<file path="config.mk">
export PLATFORM = sky130hd
export DESIGN_NAME = execute_stage
export DESIGN_NICKNAME = d
export VERILOG_FILES = /design/src/backend_pkg.sv /design/src/alu_unit.sv /design/src/execute_stage.sv
export VERILOG_INCLUDE_DIRS = /design/src /design/src/src
export SDC_FILE = /design/constraint.sdc
export NUM_CORES = 2
export LEC_CHECK = 0
export BUFFER_PORTS_ARGS = -buffer_cell sky130_fd_sc_hd__buf_2
export CAP_MARGIN = 0
export CORE_UTILIZATION = 45
export DETAILED_ROUTE_END_ITERATION = 10
export GPL_ROUTABILITY_DRIVEN = 0
export PLACE_DENSITY = 0.65
export SLEW_MARGIN = 0
export SYNTH_ARGS = -nofsm -noshare
export SYNTH_HDL_FRONTEND = slang
export SYNTH_SLANG_ARGS = --single-unit
</file>
<file path="constraint.sdc">
create_clock -name clk -period 12.8 [get_ports clk]
set_input_delay 1.28 -clock clk [delete_from_list [all_inputs] [get_ports clk]]
set_output_delay 1.28 -clock clk [all_outputs]
set_load 0.005 [all_outputs]
</file>
<file path="src/backend_settings.svh">
// width and size macros for the integer back end
`ifndef BACKEND_SETTINGS_SVH
`define BACKEND_SETTINGS_SVH

`default_nettype none

// data path width
`define XLEN 32

// register file addressing
`define REG_ADDR_W 5
`define NUM_REGS 32

// free running cycle counter
`define CNT_W 64

// exception code carried with each slot
`define EXP_W 7

`default_nettype wire

`endif

</file>
<file path="src/backend_pkg.sv">
// opcode and source enums plus slot and writeback structs for the back end
`include "backend_settings.svh"
`default_nettype none

package backend_pkg;

    // instruction class
    typedef enum logic [0:0] {
        ITYPE_ALU = 1'b0,
        ITYPE_MUL = 1'b1
    } itype_e;

    // first operand source, CNTID reads as zero
    typedef enum logic [1:0] {
        SRC1_RF    = 2'd0,
        SRC1_PC    = 2'd1,
        SRC1_ZERO  = 2'd2,
        SRC1_CNTID = 2'd3
    } src1_sel_e;

    // second operand source
    typedef enum logic [1:0] {
        SRC2_RF   = 2'd0,
        SRC2_IMM  = 2'd1,
        SRC2_CNTL = 2'd2,
        SRC2_CNTH = 2'd3
    } src2_sel_e;

    typedef enum logic [3:0] {
        OP_ADD   = 4'd0,
        OP_SUB   = 4'd1,
        OP_AND   = 4'd2,
        OP_OR    = 4'd3,
        OP_XOR   = 4'd4,
        OP_SLL   = 4'd5,
        OP_SRL   = 4'd6,
        OP_SLT   = 4'd7,
        OP_SLTU  = 4'd8,
        OP_MULLO = 4'd9
    } alu_op_e;

    // decoded micro-op, source selects ignored for MUL
    typedef struct packed {
        itype_e    itype;
        src1_sel_e src1;
        src2_sel_e src2;
        alu_op_e   op;
    } uop_t;

    typedef struct packed {
        logic                   en;
        uop_t                   uop;
        logic [`REG_ADDR_W-1:0] rd;
        logic [`REG_ADDR_W-1:0] rj;
        logic [`REG_ADDR_W-1:0] rk;
        logic [`XLEN-1:0]       pc;
        logic [`XLEN-1:0]       pc_next;
        logic [`EXP_W-1:0]      exp;
        logic [`XLEN-1:0]       imm;
    } issue_slot_t;

    // issue slot after register read
    typedef struct packed {
        issue_slot_t      slot;
        logic [`XLEN-1:0] src1_data;
        logic [`XLEN-1:0] src2_data;
    } rf_slot_t;

    // en writes the register, valid marks a retired slot
    typedef struct packed {
        logic                   en;
        logic [`REG_ADDR_W-1:0] addr;
        logic [`XLEN-1:0]       data;
        logic [`XLEN-1:0]       pc;
        logic [`EXP_W-1:0]      exp;
        logic                   valid;
    } wb_port_t;

endpackage

`default_nettype wire

</file>
<file path="src/alu_unit.sv">
// one execution pipe with add, sub, logic, shifts, compares and low multiply
`include "backend_settings.svh"
`timescale 1ns/1ps
`default_nettype none

module alu_unit
    import backend_pkg::*;
(
    input  alu_op_e          op,
    input  logic [`XLEN-1:0] a,
    input  logic [`XLEN-1:0] b,
    output logic [`XLEN-1:0] result
);

    logic [4:0]       shamt;
    logic [`XLEN-1:0] product;
    logic             lt_signed;
    logic             lt_unsigned;

    assign shamt       = b[4:0];
    // low half of the product
    assign product     = a * b;
    assign lt_signed   = $signed(a) < $signed(b);
    assign lt_unsigned = a < b;

    always_comb begin
        case (op)
            OP_ADD: begin
                result = a + b;
            end
            OP_SUB: begin
                result = a - b;
            end
            OP_AND: begin
                result = a & b;
            end
            OP_OR: begin
                result = a | b;
            end
            OP_XOR: begin
                result = a ^ b;
            end
            OP_SLL: begin
                result = a << shamt;
            end
            OP_SRL: begin
                result = a >> shamt;
            end
            OP_SLT: begin
                result = {{(`XLEN-1){1'b0}}, lt_signed};
            end
            OP_SLTU: begin
                result = {{(`XLEN-1){1'b0}}, lt_unsigned};
            end
            OP_MULLO: begin
                result = product;
            end
            // unused encodings
            default: begin
                result = '0;
            end
        endcase
    end

endmodule

`default_nettype wire

</file>
<file path="src/execute_stage.sv">
// two ALU pipes and the registered writeback ports
`include "backend_settings.svh"
`timescale 1ns/1ps
`default_nettype none

module execute_stage
    import backend_pkg::*;
(
    input  logic     clk,
    input  logic     rstn,
    input  logic     stall,
    input  logic     flush,
    input  rf_slot_t rf_0,
    input  rf_slot_t rf_1,
    output wb_port_t wb_0,
    output wb_port_t wb_1
);

    rf_slot_t rf_in [2];
    wb_port_t wb_q  [2];

    assign rf_in[0] = rf_0;
    assign rf_in[1] = rf_1;

    assign wb_0 = wb_q[0];
    assign wb_1 = wb_q[1];

    for (genvar i = 0; i < 2; i++) begin : g_pipe
        alu_op_e          op;
        logic [`XLEN-1:0] result;
        logic             writes;

        // MUL ignores its op field
        assign op = (rf_in[i].slot.uop.itype == ITYPE_MUL) ? OP_MULLO : rf_in[i].slot.uop.op;

        // no write for r0 or a raised exception
        assign writes = rf_in[i].slot.en
                        && (rf_in[i].slot.exp == '0)
                        && (rf_in[i].slot.rd != '0);

        alu_unit i_alu (
            .op     (op),
            .a      (rf_in[i].src1_data),
            .b      (rf_in[i].src2_data),
            .result (result)
        );

        // stall and flush both leave a bubble
        always_ff @(posedge clk) begin
            if (!rstn || flush || stall) begin
                wb_q[i].en    <= 1'b0;
                wb_q[i].valid <= 1'b0;
            end else begin
                wb_q[i].en    <= writes;
                wb_q[i].valid <= rf_in[i].slot.en;
                wb_q[i].addr  <= rf_in[i].slot.rd;
                wb_q[i].data  <= result;
                wb_q[i].pc    <= rf_in[i].slot.pc;
                wb_q[i].exp   <= rf_in[i].slot.exp;
            end
        end

        // r0 is never written back
        a_wb_addr_nonzero: assert property (
            @(posedge clk) disable iff (!rstn) wb_q[i].en |-> (wb_q[i].addr != '0)
        ) else $error("wb port %0d enabled with address zero", i);
    end

endmodule

`default_nettype wire

</file>
# == After elaboration in Yosys (flattened, before gate mapping) ==
# Memory sizes are Yosys's and may differ from the RTL's.
# Index checks and enable logic that the tools add are counted.
# classes
n_shift,4
order_cmp,4
n_addsub,4
bitwise,10
n_mul,2
eq_ne,18
muxes,11
n_reduce_logical,13
# ops
operator,count
$pmux 32 s10,2
$lt 32x32->1,4
$add 32x32->32,2
$and 32x32->32,2
$mul 32x32->32,2
$or 32x32->32,2
$shl 32x5->32,2
$shr 32x5->32,2
$sub 32x32->32,2
$xor 32x32->32,2
$eq 4x3->1 const B,8
$eq 4x2->1 const B,4
$eq 4x4->1 const B,4
$logic_not 7->1,2
$reduce_bool 5->1,2
$eq 4x1->1 const B,2
$logic_not 4->1,2
$mux 4,2
$mux 1,7
$logic_and 1x1->1,4
$or 1x1->1,4
$logic_or 1x1->1,2
$logic_not 1->1,1
# totals
word_cells,67
memories,1
ff_bits,0
output_inout_bits,156
mem_bits_rw,156
inputBits,388
# mem_list
memory,depth,width,rd,rd_ports_with_merged_regs,write_ports,line,source
wb_q,2,78,2,0,2,execute_stage.sv:20,wb_port_t wb_q [2];

# == Logic depth before layout (Yosys ltp) ==
# logic_depth
depth_word,6
mapped_depth,30

# == Hierarchy ==
# Synthesis repeated with hierarchy kept, for this count alone.
# hier_totals
cells_unflattened,5924
hier_area_um2,49934.1
# by_module_without_submodules
mod,seq_area_each_um2,area_each_um2,instances,cells_per_inst
alu_unit at g_pipe[1].i_alu,0.0,22655.5,1,2889
alu_unit at g_pipe[0].i_alu,0.0,22479.1,1,2860
execute_stage,4644.5,4799.6,1,175

# == Worst setup path after synthesis ==
# No wires, ideal clock.
# synth_path
kind,in2reg
startpoint,input port flush
endpoint,memory wb_q[0][77] (netlist bit)
path_buffers,0
setup_time_ns,0.060
stages,3
t_required_ns,12.740
path_slack_ns,-0.703
t_arrival_ns,13.443
path_cell_list,nor3b_1 > and2_1 > o311a_1
# synth_rtl
item,line,source
from (decl),execute_stage.sv:12,"input logic flush,"
to (decl),execute_stage.sv:20,

==> impl_metrics.yaml <==
synthesis:
  synth_fa_ha_area_share_pct: 43.7
  syn-mean-instance-area_um2: 8.35
  synthArstFlopShare_pct: 0
  synth_compound_area_share_pct: 14.4
  yosysMostFrequentCell: "nor2_1"
  synthFlopType: "edfxtp_1"
  yosys-top-cells-area: "fa_1, ha_1, edfxtp_1"
  synth.cell_area_um2: 50200
  netlist.area_leader.share_pct: 32.7
  syn_inst: 6012
  syn_nets: 7660
  synth_warnings: 0
  muxShareOfSynthArea_pct: 4.32
  ys_top_cells_by_count: "nor2_1, inv_1, fa_1, nand2_1, ha_1"
  synthXorXnorAreaFrac_pct: 3.46
  synth_seq_cells: 156
  synth_top_family_by_area: "adder cells"
  synthSimpleGateAreaFrac_pct: 15.1
  synth_edf_count: 152
  seq_area_frac_synth_pct: 9.25
  yosysTopAreaCell: "fa_1"
  synthDistinctLibCells: 101
grt:
  met1_usage_pct: 45.7
  met2_usage_pct: 51.7
  grt-busiest-layer: "met2"
  grt.overflow.total: 0
  grt_antenna_before_repair: 17
  grt_max_degree: 99
  grt_pass1_vias: 46607
  gr-usage-all-layers_pct: 36.1
  grt_first_pass_wirelength_um: 300000
  grtUsageMet3_pct: 11.6
clock_tree:
  cts.path.max_buffers: 2
  cts_tree: "done"
  cts_resized: 0
  h-tree-depth: 4
  clk_pin_slew_ns: 0.07
  ctsHoldBuffers: 0
  cts_made_buffers: 17
  cts_setup_buffers: 0
  root_buffer: "clkbuf_16"
  clock_sinks: 156
timing:
  slew_violations: 0
  finalCritPeriodShare_pct: 77.1
  tightest_slew_ns: 1.20
  fin_tns_setup_ns: 0
  report.final.setup_viol: 0
  hold_violations: 0
  relSlewSlack_pct: 19.7
  period_minus_slack_ns: 9.87
  max_freq_mhz: 101
  rsz0062_at_grt: "no"
floorplan:
  core_um2: 111000
  die_width_um: 336
  die_h_um: 336
  rows: 122
  pin_count: 544
  die_area_um2: 113000
  initial_core_util_pct: 45.3
routing:
  viasPerCell: 6.18
  wl_per_cell_um: 26.6
  drcViolationCount: 0
  ant_nets: 0
  dr.pass1.iters: 8
  vias: 47535
  drt_first_iter_violations: 6877
  drt_wl_total_um: 205000
finish:
  synthToLayoutAreaGrowth_pct: 7.69
  nNetsFinal: 7825
  reg.largest.list: "wb_q: 156 flops"
  largest_reg_flops: 156
  drive_above_1_share_pct: 10.2
  top_register: "wb_q"
worst_setup_path:
  critPathMaxStageDelay_ns: 0.98
  start_kind: "input pin"
  cpMaxStageDelayCell: "a211oi_1"
  crit_arrival_ns: 10.16
  cp_max_fo: 16
  cp.required_ns: 13.09
  worst_setup_path_end_kind: "register"
  cpMostUsedCell: "fa_1"
  critPathKind: "in -> reg"
flow_run:
  cap_viol_max_count: 0
hold_path:
  hold_depth: 1
  hold_class: "in -> reg"
run_status:
  status: "completed"
place:
  dpl.hpwl_um: 157000
  port_buffers: 387
==> final timing paths <==
check | startpoint | to
max | rf_0[37] | wb_q[0][59]$_DFFE_PN_
min | rf_0[159] | wb_q[0][32]$_DFFE_PN_
==> cell families after synthesis <==
logic type,Yosys count
compound gates,1098
xor+xnor,198
fa+ha+maj,1260
buf+inv,1287
flops,156
mux,175
simple gates,1838
==> critical path: cells and delay by family <==
kind	cells	cell delay (ns)
AO/OA/AOI/OAI	6	2.81
adder cells (fa/ha/maj)	9	3.78
buffers and inverters	7	1.86
AND/OR/NAND/NOR	3	0.38
==> routing by layer <==
layer  routed length, µm  up-vias
met2               83100     3723
met4               18300       18
met1               73700    22964
met5                 129        -
met3               29700      967
li1                    -    19863
==> final cells by class <==
cell class / count / area (µm²)
clock inverter: 12 / 165
timing repair buffer: 476 / 2610
multi-input combinational: 4569 / 40700
inverter: 957 / 3590
clock buffer: 20 / 437
fill: 10680 / 56600
tap: 1488 / 1860
sequential: 156 / 4640
antenna: 11 / 27.5
==> placed cells by master (no fill, tap or decap), types with 31 or more instances in the layout <==
cell      Yosys  routed
nor2_1      930     928
inv_1       924     922
fa_1        820     820
nand2_1     618     618
ha_1        440     440
buf_2        31     385
o21ai_0     278     278
a21oi_1     276     276
xnor2_1     159     159
edfxtp_1    152     152
mux2i_1     125     125
buf_4         2      91
nor3_1       65      62
a21o_1       52      52
nand2b_1     50      50
a211oi_1     45      45
o211ai_1     43      43
nand3_1      40      40
xor2_1       39      39
o22ai_1      36      36
a22oi_1      35      35
a221oi_1     34      34
a31oi_1      34      34
mux4_2       31      31
==> through the flow <==
stage / setup slack (ns) / hold WS, ns / area (µm²) / utilization [%] / std cells
floorplan: 3.41 / 1.38 / 50200 / - / 6012
global placement: 2.94 / 1.46 / 53400 / 48.3 / 7646
CTS: 3.38 / 0.957 / 54000 / 48.8 / 7678
finish: 2.93 / 0.980 / 54000 / 48.8 / 7689
detailed placement: 2.88 / 1.46 / 53400 / 48.3 / 7646
global route: 2.87 / 0.960 / 54000 / 48.8 / 7680
Power is not shown: default switching activity piles up to over one toggle a cycle in this logic, so the estimate is an artifact.
